**config.mk**
```make
export PLATFORM = sky130hd
export DESIGN_NAME = femtoCore
export DESIGN_NICKNAME = d
export VERILOG_FILES = /design/src/verilog/rvPkg.sv /design/src/verilog/decodeIf.sv /design/src/verilog/alu.sv /design/src/verilog/femtoCore.sv /design/src/verilog/instrDecoder.sv /design/src/verilog/loadStoreUnit.sv /design/src/verilog/regFile.sv
export SDC_FILE = /design/constraint.sdc
export NUM_CORES = 1
export LEC_CHECK = 0
export ABC_AREA = 1
export BUFFER_PORTS_ARGS = -buffer_cell sky130_fd_sc_hd__buf_2
export CAP_MARGIN = 20
export CORE_MARGIN = 5
export CORE_UTILIZATION = 30
export CTS_CLUSTER_DIAMETER = 120
export CTS_CLUSTER_SIZE = 12
export DETAILED_ROUTE_END_ITERATION = 10
export PLACE_DENSITY_LB_ADDON = 0.1
export SETUP_SLACK_MARGIN = 0.05
export SKIP_CTS_REPAIR_TIMING = 1
export SYNTH_ARGS = -nofsm -noshare
export SYNTH_HDL_FRONTEND = slang
export SYNTH_SLANG_ARGS = --single-unit
```
**constraint.sdc**
```tcl
create_clock -name clk -period 5.7 [get_ports clk]
set_input_delay 1.14 -clock clk [delete_from_list [all_inputs] [get_ports clk]]
set_output_delay 1.14 -clock clk [all_outputs]
set_load 0.01 [all_outputs]
```
**src/verilog/rvPkg.sv**
```systemverilog
// RV32E subset without SYSTEM, RVC or M; addresses beyond addrWidth bits wrap
`default_nettype none

package rvPkg;

  // Datapath sizes
  localparam int xlen       = 32;  // Data word width
  localparam int addrWidth  = 16;  // PC and address adders
  localparam int numRegs    = 16;  // RV32E register count
  localparam int regIdWidth = 4;   // Index into the 16 registers

  localparam logic [addrWidth-1:0] resetAddr = '0;  // First fetch address

  // Major opcodes, instruction bits 6:2
  localparam logic [4:0] opLoad   = 5'b00000;  // rd <- mem[rs1+iImm]
  localparam logic [4:0] opAluImm = 5'b00100;  // rd <- rs1 OP iImm
  localparam logic [4:0] opAuipc  = 5'b00101;  // rd <- PC + uImm
  localparam logic [4:0] opStore  = 5'b01000;  // mem[rs1+sImm] <- rs2
  localparam logic [4:0] opAluReg = 5'b01100;  // rd <- rs1 OP rs2
  localparam logic [4:0] opLui    = 5'b01101;  // rd <- uImm
  localparam logic [4:0] opBranch = 5'b11000;  // if (rs1 OP rs2) PC <- PC+bImm
  localparam logic [4:0] opJalr   = 5'b11001;  // rd <- PC+4; PC <- rs1+iImm
  localparam logic [4:0] opJal    = 5'b11011;  // rd <- PC+4; PC <- PC+jImm

  // One-hot state bit positions
  localparam int stFetch     = 0;  // Read strobe on PC
  localparam int stWaitInstr = 1;  // Wait for instruction word
  localparam int stExecute   = 2;
  localparam int stWaitMem   = 3;  // Wait for load data or store completion
  localparam int nbStates    = 4;

  // Instruction formats, all over the same 32-bit word
  typedef struct packed {
    logic [6:0] funct7;
    logic [4:0] rs2;
    logic [4:0] rs1;
    logic [2:0] funct3;
    logic [4:0] rd;
    logic [6:0] opcode;
  } rTypeFields;

  typedef struct packed {
    logic [11:0] imm12;  // imm[11:0], sign in bit 11
    logic [4:0]  rs1;
    logic [2:0]  funct3;
    logic [4:0]  rd;
    logic [6:0]  opcode;
  } iTypeFields;

  typedef struct packed {
    logic [6:0] immHi;  // imm[11:5], also B-type imm[12|10:5]
    logic [4:0] rs2;
    logic [4:0] rs1;
    logic [2:0] funct3;
    logic [4:0] immLo;  // imm[4:0], also B-type imm[4:1|11]
    logic [6:0] opcode;
  } sTypeFields;

  typedef struct packed {
    logic [19:0] imm20;  // U-type upper bits, J-type scrambled offset
    logic [4:0]  rd;
    logic [6:0]  opcode;
  } uTypeFields;

  typedef union packed {
    rTypeFields rType;
    iTypeFields iType;
    sTypeFields sType;
    uTypeFields uType;
  } instrWord;

endpackage

`default_nettype wire
```
**src/verilog/decodeIf.sv**
```systemverilog
// Purely combinational decode of the latched instruction; valid from Execute on
`default_nettype none

interface decodeIf;
  import rvPkg::*;

  // Opcode class flags, at most one high
  logic isLoad;
  logic isAluImm;
  logic isAuipc;
  logic isStore;
  logic isAluReg;
  logic isLui;
  logic isBranch;
  logic isJalr;
  logic isJal;

  logic [7:0]            funct3Is;  // funct3Is[n] high when funct3 == n
  logic                  subOrSra;  // Instruction bit 30
  logic [xlen-1:0]       iImm;
  logic [xlen-1:0]       sImm;
  logic [xlen-1:0]       bImm;
  logic [xlen-1:0]       uImm;
  logic [xlen-1:0]       jImm;
  logic [regIdWidth-1:0] rdId;      // Low bits of rd, RV32E

  modport source (
    output isLoad, isAluImm, isAuipc, isStore, isAluReg, isLui, isBranch, isJalr, isJal,
    output funct3Is, subOrSra, iImm, sImm, bImm, uImm, jImm, rdId
  );

  modport sink (
    input isLoad, isAluImm, isAuipc, isStore, isAluReg, isLui, isBranch, isJalr, isJal,
    input funct3Is, subOrSra, iImm, sImm, bImm, uImm, jImm, rdId
  );

endinterface

`default_nettype wire

```
**src/verilog/alu.sv**
```systemverilog
// Combinational; shift amount is the low 5 bits of the second operand
`default_nettype none

module alu (
  decodeIf.sink                   dec,
  input  logic [rvPkg::xlen-1:0]  rs1,
  input  logic [rvPkg::xlen-1:0]  rs2,
  output logic [rvPkg::xlen-1:0]  aluOut,     // Register write-back value
  output logic [rvPkg::xlen-1:0]  aluPlus,    // rs1 + operand, also JALR target
  output logic                    predicate   // Branch taken
);
  import rvPkg::*;

  // Mirror a word, lets one right shifter do left shifts too
  function automatic logic [xlen-1:0] bitReverse(input logic [xlen-1:0] value);
    logic [xlen-1:0] mirrored;
    for (int i = 0; i < xlen; i++)
    begin
      mirrored[i] = value[xlen-1-i];
    end
    return mirrored;
  endfunction

  logic [xlen-1:0]        aluIn2;
  logic [xlen:0]          aluMinus;   // Carry out gives unsigned borrow
  logic                   lt;
  logic                   ltu;
  logic                   eq;
  logic                   isSub;
  logic [xlen-1:0]        shiftIn;
  logic signed [xlen:0]   shiftWide;  // Extra MSB carries the SRA sign
  logic [xlen-1:0]        shifter;
  logic [xlen-1:0]        leftShift;

  // rs2 for register ops and branches, I-immediate for the rest
  assign aluIn2  = (dec.isAluReg | dec.isBranch) ? rs2 : dec.iImm;
  assign aluPlus = rs1 + aluIn2;

  // Single subtract shared by SUB and every compare
  assign aluMinus = {1'b1, ~aluIn2} + {1'b0, rs1} + {{xlen{1'b0}}, 1'b1};
  assign ltu      = aluMinus[xlen];
  assign lt       = (rs1[xlen-1] ^ aluIn2[xlen-1]) ? rs1[xlen-1] : aluMinus[xlen];
  assign eq       = (aluMinus[xlen-1:0] == '0);

  // Bit 30 also belongs to ADDI's immediate, so SUB needs the register form
  assign isSub = dec.subOrSra & dec.isAluReg;

  assign shiftIn   = dec.funct3Is[1] ? bitReverse(rs1) : rs1;  // SLL reversed
  assign shiftWide = $signed({dec.subOrSra & rs1[xlen-1], shiftIn}) >>> aluIn2[4:0];
  assign shifter   = shiftWide[xlen-1:0];
  assign leftShift = bitReverse(shifter);

  // One-hot funct3 selects one term, the others are zero
  assign aluOut =
    (dec.funct3Is[0] ? (isSub ? aluMinus[xlen-1:0] : aluPlus) : '0) |
    (dec.funct3Is[1] ? leftShift                              : '0) |
    (dec.funct3Is[2] ? {{(xlen-1){1'b0}}, lt}                 : '0) |  // SLT
    (dec.funct3Is[3] ? {{(xlen-1){1'b0}}, ltu}                : '0) |  // SLTU
    (dec.funct3Is[4] ? rs1 ^ aluIn2                           : '0) |
    (dec.funct3Is[5] ? shifter                                : '0) |  // SRL, SRA
    (dec.funct3Is[6] ? rs1 | aluIn2                           : '0) |
    (dec.funct3Is[7] ? rs1 & aluIn2                           : '0);

  // funct3 2 and 3 are not branches
  assign predicate =
    (dec.funct3Is[0] &  eq)  |  // BEQ
    (dec.funct3Is[1] & ~eq)  |  // BNE
    (dec.funct3Is[4] &  lt)  |  // BLT
    (dec.funct3Is[5] & ~lt)  |  // BGE
    (dec.funct3Is[6] &  ltu) |  // BLTU
    (dec.funct3Is[7] & ~ltu);   // BGEU

endmodule

`default_nettype wire

```
**src/verilog/femtoCore.sv**
```systemverilog
// One instruction in flight; PC, JAL/JALR links and AUIPC are addrWidth wide, zero-extended
`default_nettype none

module femtoCore (
  input  logic                    clk,
  input  logic                    rst_n,
  output logic [rvPkg::xlen-1:0]  memAddr,
  output logic [rvPkg::xlen-1:0]  memWdata,
  output logic [3:0]              memWmask,   // Nonzero for one cycle per store
  input  logic [rvPkg::xlen-1:0]  memRdata,   // Instruction and load data
  output logic                    memRstrb,   // One-cycle read strobe
  input  logic                    memRbusy,
  input  logic                    memWbusy
);
  import rvPkg::*;

  // State vector with only bit pos set
  function automatic logic [nbStates-1:0] oneHot(input int pos);
    logic [nbStates-1:0] vec;
    vec      = '0;
    vec[pos] = 1'b1;
    return vec;
  endfunction

  logic [addrWidth-1:0] pc;
  instrWord             instrQ;     // Latched instruction
  instrWord             fetched;    // memRdata viewed as an instruction
  logic [nbStates-1:0]  state;      // One-hot
  logic [xlen-1:0]      rs1;
  logic [xlen-1:0]      rs2;
  logic [xlen-1:0]      aluOut;
  logic [xlen-1:0]      aluPlus;
  logic                 predicate;
  logic [addrWidth-1:0] lsAddr;
  logic [xlen-1:0]      loadData;
  logic [xlen-1:0]      storeData;
  logic [3:0]           storeMask;
  logic                 instrDone;  // WaitInstr and word present
  logic                 memDone;
  logic                 needToWait;
  logic [addrWidth-1:0] pcPlus4;
  logic [xlen-1:0]      immSel;
  logic [addrWidth-1:0] pcPlusImm;
  logic                 jumpToPcPlusImm;
  logic [addrWidth-1:0] pcNext;
  logic [xlen-1:0]      writeBackData;
  logic                 wrEn;

  decodeIf dec ();

  instrDecoder decoder (
    .instr (instrQ),
    .dec   (dec)
  );

  // rs indices come straight from the incoming word
  regFile regs (
    .clk     (clk),
    .rdAddr1 (fetched.rType.rs1[regIdWidth-1:0]),
    .rdAddr2 (fetched.rType.rs2[regIdWidth-1:0]),
    .latch   (instrDone),
    .rs1     (rs1),
    .rs2     (rs2),
    .wrEn    (wrEn),
    .wrAddr  (dec.rdId),
    .wrData  (writeBackData)
  );

  alu aluUnit (
    .dec       (dec),
    .rs1       (rs1),
    .rs2       (rs2),
    .aluOut    (aluOut),
    .aluPlus   (aluPlus),
    .predicate (predicate)
  );

  loadStoreUnit lsu (
    .dec       (dec),
    .rs1       (rs1),
    .rs2       (rs2),
    .memRdata  (memRdata),
    .lsAddr    (lsAddr),
    .loadData  (loadData),
    .storeData (storeData),
    .storeMask (storeMask)
  );

  assign fetched    = memRdata;
  assign instrDone  = state[stWaitInstr] & ~memRbusy;
  assign memDone    = ~memRbusy & ~memWbusy;
  assign needToWait = dec.isLoad | dec.isStore;

  // Branch, JAL and AUIPC share one adder
  assign pcPlus4         = pc + addrWidth'(4);
  assign immSel          = dec.isJal ? dec.jImm : dec.isAuipc ? dec.uImm : dec.bImm;
  assign pcPlusImm       = pc + immSel[addrWidth-1:0];
  assign jumpToPcPlusImm = dec.isJal | (dec.isBranch & predicate);

  assign pcNext = dec.isJalr      ? {aluPlus[addrWidth-1:1], 1'b0} :  // Bit 0 cleared
                  jumpToPcPlusImm ? pcPlusImm :
                  pcPlus4;

  // No flag set gives zero, unknown opcodes clear rd
  assign writeBackData =
    (dec.isLui                  ? dec.uImm                                : '0) |
    (dec.isAluImm | dec.isAluReg ? aluOut                                 : '0) |
    (dec.isAuipc                ? {{(xlen-addrWidth){1'b0}}, pcPlusImm}   : '0) |
    (dec.isJal | dec.isJalr     ? {{(xlen-addrWidth){1'b0}}, pcPlus4}     : '0) |
    (dec.isLoad                 ? loadData                                : '0);

  // Non-load results in Execute, load data at the end of WaitMem
  assign wrEn = (state[stExecute] & ~dec.isLoad & ~dec.isStore & ~dec.isBranch) |
                (state[stWaitMem] & dec.isLoad & memDone);

  // Memory port
  assign memRstrb = state[stFetch] | (state[stExecute] & dec.isLoad);
  assign memWmask = {4{state[stExecute] & dec.isStore}} & storeMask;
  assign memWdata = storeData;
  assign memAddr  = (state[stFetch] | state[stWaitInstr]) ?
                    {{(xlen-addrWidth){1'b0}}, pc[addrWidth-1:2], 2'b00} :  // Word aligned
                    {{(xlen-addrWidth){1'b0}}, lsAddr};

  always_ff @(posedge clk or negedge rst_n)
  begin
    if (!rst_n)
    begin
      state  <= oneHot(stWaitMem);  // Drain any write still busy
      pc     <= resetAddr;
      instrQ <= '0;
    end
    else
    begin
      unique case (1'b1)
        state[stFetch]:
        begin
          state <= oneHot(stWaitInstr);
        end
        state[stWaitInstr]:
        begin
          if (!memRbusy)
          begin
            instrQ <= fetched;  // Register reads latch in the same cycle
            state  <= oneHot(stExecute);
          end
        end
        state[stExecute]:
        begin
          pc    <= pcNext;
          state <= needToWait ? oneHot(stWaitMem) : oneHot(stFetch);
        end
        default:  // WaitMem
        begin
          if (memDone)
            state <= oneHot(stFetch);
        end
      endcase
    end
  end

endmodule

`default_nettype wire

```
**src/verilog/instrDecoder.sv**
```systemverilog
// Unknown opcodes raise no class flag; bits 1:0 of the word are not checked
`default_nettype none

module instrDecoder (
  input  rvPkg::instrWord instr,  // Latched instruction
  decodeIf.source         dec
);
  import rvPkg::*;

  logic [4:0] opcode;  // Major opcode, length bits dropped

  assign opcode = instr.rType.opcode[6:2];

  // Class flags
  assign dec.isLoad   = (opcode == opLoad);
  assign dec.isAluImm = (opcode == opAluImm);
  assign dec.isAuipc  = (opcode == opAuipc);
  assign dec.isStore  = (opcode == opStore);
  assign dec.isAluReg = (opcode == opAluReg);
  assign dec.isLui    = (opcode == opLui);
  assign dec.isBranch = (opcode == opBranch);
  assign dec.isJalr   = (opcode == opJalr);
  assign dec.isJal    = (opcode == opJal);

  // One-hot funct3, cheaper compares downstream
  assign dec.funct3Is = 8'b0000_0001 << instr.rType.funct3;

  assign dec.subOrSra = instr.rType.funct7[5];          // SUB and SRA/SRAI
  assign dec.rdId     = instr.rType.rd[regIdWidth-1:0];  // x16..x31 alias x0..x15

  // I-type, 12-bit signed
  assign dec.iImm = {{(xlen-12){instr.iType.imm12[11]}}, instr.iType.imm12};

  // S-type, split around rs fields
  assign dec.sImm = {{(xlen-12){instr.sType.immHi[6]}},
                     instr.sType.immHi,
                     instr.sType.immLo};

  // B-type reuses the S fields, bit 11 sits in immLo[0]
  assign dec.bImm = {{(xlen-12){instr.sType.immHi[6]}},
                     instr.sType.immLo[0],
                     instr.sType.immHi[5:0],
                     instr.sType.immLo[4:1],
                     1'b0};

  assign dec.uImm = {instr.uType.imm20, 12'b0};  // Low 12 bits always zero

  // J-type scrambled in imm20 as imm[20|10:1|11|19:12]
  assign dec.jImm = {{(xlen-20){instr.uType.imm20[19]}},
                     instr.uType.imm20[7:0],   // imm[19:12]
                     instr.uType.imm20[8],     // imm[11]
                     instr.uType.imm20[18:9],  // imm[10:1]
                     1'b0};

endmodule

`default_nettype wire

```
**src/verilog/loadStoreUnit.sv**
```systemverilog
// Misaligned halfword and word accesses are not trapped; lanes follow the low address bits
`default_nettype none

module loadStoreUnit (
  decodeIf.sink                        dec,
  input  logic [rvPkg::xlen-1:0]       rs1,
  input  logic [rvPkg::xlen-1:0]       rs2,
  input  logic [rvPkg::xlen-1:0]       memRdata,
  output logic [rvPkg::addrWidth-1:0]  lsAddr,
  output logic [rvPkg::xlen-1:0]       loadData,
  output logic [rvPkg::xlen-1:0]       storeData,
  output logic [3:0]                   storeMask   // Ungated, core adds Execute and store
);
  import rvPkg::*;

  logic [addrWidth-1:0] offset;
  logic                 byteAccess;  // LB, LBU, SB
  logic                 halfAccess;  // LH, LHU, SH
  logic [15:0]          loadHalf;
  logic [7:0]           loadByte;
  logic                 loadSign;

  // Separate adder from the ALU
  assign offset = dec.isStore ? dec.sImm[addrWidth-1:0] : dec.iImm[addrWidth-1:0];
  assign lsAddr = rs1[addrWidth-1:0] + offset;

  assign byteAccess = dec.funct3Is[0] | dec.funct3Is[4];
  assign halfAccess = dec.funct3Is[1] | dec.funct3Is[5];

  // Lane pick, halfword first then byte within it
  assign loadHalf = lsAddr[1] ? memRdata[31:16] : memRdata[15:0];
  assign loadByte = lsAddr[0] ? loadHalf[15:8] : loadHalf[7:0];

  // funct3 bit 2 set means unsigned
  assign loadSign = ~(|dec.funct3Is[7:4]) & (byteAccess ? loadByte[7] : loadHalf[15]);

  assign loadData = byteAccess ? {{(xlen-8){loadSign}}, loadByte}  :
                    halfAccess ? {{(xlen-16){loadSign}}, loadHalf} :
                    memRdata;

  // Replicate rs2 so every lane the mask may pick holds the right byte
  assign storeData[7:0]   = rs2[7:0];
  assign storeData[15:8]  = lsAddr[0] ? rs2[7:0] : rs2[15:8];
  assign storeData[23:16] = lsAddr[1] ? rs2[7:0] : rs2[23:16];
  assign storeData[31:24] = lsAddr[0] ? rs2[7:0]  :
                            lsAddr[1] ? rs2[15:8] : rs2[31:24];

  // 1, 2 or 4 byte enables
  assign storeMask = byteAccess ? (4'b0001 << lsAddr[1:0])              :
                     halfAccess ? (lsAddr[1] ? 4'b1100 : 4'b0011) :
                     4'b1111;

endmodule

`default_nettype wire

```
**src/verilog/regFile.sv**
```systemverilog
// Reads are registered on latch only; a write and a latch in one cycle is never issued
`default_nettype none

module regFile (
  input  logic                          clk,
  input  logic [rvPkg::regIdWidth-1:0]  rdAddr1,  // rs1 index
  input  logic [rvPkg::regIdWidth-1:0]  rdAddr2,  // rs2 index
  input  logic                          latch,    // Instruction accepted
  output logic [rvPkg::xlen-1:0]        rs1,
  output logic [rvPkg::xlen-1:0]        rs2,
  input  logic                          wrEn,
  input  logic [rvPkg::regIdWidth-1:0]  wrAddr,
  input  logic [rvPkg::xlen-1:0]        wrData
);
  import rvPkg::*;

  logic [xlen-1:0] regs [numRegs];  // Entry 0 never written

  // Write port, x0 stays hardwired
  always_ff @(posedge clk)
  begin
    if (wrEn && (wrAddr != '0))
      regs[wrAddr] <= wrData;
  end

  // Operand registers, held through Execute and WaitMem
  always_ff @(posedge clk)
  begin
    if (latch)
    begin
      rs1 <= (rdAddr1 == '0) ? '0 : regs[rdAddr1];
      rs2 <= (rdAddr2 == '0) ? '0 : regs[rdAddr2];
    end
  end

endmodule

`default_nettype wire

```
==> metrics.yaml <==
outcome:
  status: "complete, no violations"
pwr:
  leakagePower_nw: 17.6
  power_density_nw_per_um2: 590
  irDropWorstVdd_v: 0.000292
logic_synthesis:
  netlist_area_um2: 40300
  synth_warnings: 0
  ys_ff_latch: 625
  synth_edf_count: 576
  ys_seq_area_frac: 0.460
  avgSynthCellArea_um2: 8.01
  synth.distinct_cells: 61
  syn_inst: 5029
  synthArstFlopShare: 0.0784
  synth-main-ff-cell: "edfxtp_1"
layout:
  final_cell_mix: "o21ai_0, nand2_1, edfxtp_1, inv_1, a21oi_1"
  fin_cells: 6864
  nets: 5237
  drive_gt1_frac: 0.0933
  syn_to_final_growth_pct: 12.3
  final_common_cell: "o21ai_0"
global_route:
  grt.total_usage: 0.266
  overflow: 0
  grt_pass1_wl_um: 274000
  grt_max_degree: 167
  antenna_found_initial: 12
  grt_pass1_vias: 36100
critical_path:
  required_ns: 6.27
  cp_slowest_cell: "ha_1"
  r2r_start: "instrQ[2]"
  endpoint_kind: "register"
  slowest_delay_ns: 0.60
  crit_fanout: 14
  startpoint_type: "register"
  path_class: "reg2reg"
  worstPathArrival_ns: 5.99
  critPathMostFrequentCell: "nand2_1"
  cp-startpoint: "instrQ[2]"
drt:
  drt_iter0_markers: 4133
  firstDrtPassIters: 6
  drc: 0
  wl_um: 195000
  ant_nets: 0
  wl_per_cell_um: 28.4
  routed_via_density: 5.55
  vias: 38100
run:
  cap_violations: 0
floorplanning:
  die_area_um2: 142000
  die_w_um: 376
  core_um2: 133000
  die_h_um: 376
  rows: 134
  ios: 105
  initial_core_util: 0.302
cts:
  numCtsBuffers: 58
  htree_levels: 2
  clk_path_buf_depth: 3
  cts_sinks: 625
  cts_tree: "yes"
  worstSkewPairLatency_ns: 0.68
  root_buffer: "clkbuf_16"
  clk_transition_reported_paths_ns: 0.08
placed_design:
  dp_slack_ns: 0.291
  finalWeightedCongestion: 0.988
  dpl.hpwl_um: 138000
  port_buffers: 88
  place_inst: 6778
timing:
  finalSetupTns_ns: 0
  rsz0062_at_grt: "yes"
  hold-worst-slack_ns: 0.478
  finalSetupViolCount: 0
  fin_worst_skew_ns: 0.0328
  min_period_over_period: 0.951
  period_needed_ns: 5.42
  setup_slack_ns: 0.280
  relSlewSlack: 0.306
  fmax_mhz: 185
  tightest_slew_ns: 1.03
  hold_violations: 0
  drv_slew: 0
min_path:
  hold_start: "instrQ[18]"
  hp-class: "reg2reg"
-- metrics by stage --
step	power, W	util	cell area, um^2
floorplan	0.0153	-	40500
global placement	0.0227	0.326	43500
detailed placement	0.0226	0.326	43500
CTS	0.0263	0.338	45100
global route	0.0280	0.339	45200
finish	0.0267	0.339	45200
-- worst paths after layout --
kind                              endpoint  slack, ns  cells after the start
worst max-delay path                 pc[3]       0.28                     28
worst min-delay path            instrQ[18]       0.48                      2
worst max register to register       pc[3]       0.28                     28
worst min register to register  instrQ[18]       0.48                      2
max in group asynchronous        instrQ[4]       4.55                      2
min in group asynchronous       instrQ[28]       0.61                      2
-- flip-flops by register name, indices dropped and copies added (netlist names) --
name / flops
instrQ: 30
pc: 15
regs.regs: 512
regs.rs1: 32
regs.rs2: 32
state: 4
-- metal layers --
layer | share of wire | global-route usage | vias up
met1 | 0.45 | 0.373 | 18800
met2 | 0.45 | 0.421 | 1575
li1 | - | - | 17500
met3 | 0.064 | 0.0354 | 301
met4 | 0.038 | 0.0928 | 2
met5 | 0.000067 | 0 | -
-- synthesized netlist by cell type, types with 30 or more instances --
cell type | instances | area [um^2]
edfxtp_1 | 576 | 17300
ha_1 | 119 | 1490
a31oi_1 | 73 | 457
xor2_1 | 45 | 394
o211ai_1 | 162 | 1220
clkbuf_1 | 276 | 1040
inv_1 | 499 | 1870
nor2_1 | 431 | 1620
a21oi_1 | 430 | 2150
dfrtp_1 | 48 | 1200
o21ai_0 | 935 | 4680
nor3_1 | 30 | 150
nand2_1 | 841 | 3160
nand3_1 | 229 | 1150
buf_1 | 43 | 161
-- worst max-delay path: cells and delay by family, from the launching register on --
family | cells | cell delay (ns)
flops | 1 | 0.41
compound gates | 6 | 1.20
fa+ha+maj | 1 | 0.60
simple gates | 16 | 2.38
buf+inv | 5 | 0.70
-- final cells by class --
cell class | count | area (um^2)
antenna | 5 | 12.5
clock buffer | 68 | 1510
clock inverter | 4 | 43.8
fill | 14100 | 88200
inverter | 513 | 1930
multi-input combinational | 3579 | 18800
sequential | 625 | 18500
tap | 1768 | 2210
timing repair buffer | 302 | 2200
-- kinds of logic (layout without fill, tap and decap cells) --
logic type               count (synthesis)  count (layout)  share of synthesized area
AO/OA/AOI/OAI                         1751            1751                      0.240
XOR/XNOR                                57              57                     0.0124
adder cells (fa/ha/maj)                122             122                     0.0385
buffers and inverters                  872             887                     0.0845
flip-flops                             625             625                      0.460
multiplexers                             8               8                    0.00199
other                                    1              53                  0.0000931
AND/OR/NAND/NOR                       1593            1593                      0.163
-- power by group --
| part | leakage, nW | internal, W | switching, W |
|---|---|---|---|
| logic | 10.9 | 0.00449 | 0.0117 |
| registers | 5.94 | 0.00629 | 0.000559 |
| clock network | 0.760 | 0.00185 | 0.00175 |
| total | 17.6 | 0.0126 | 0.0141 |
No activity file was read; power rests on OpenSTA's default activity.
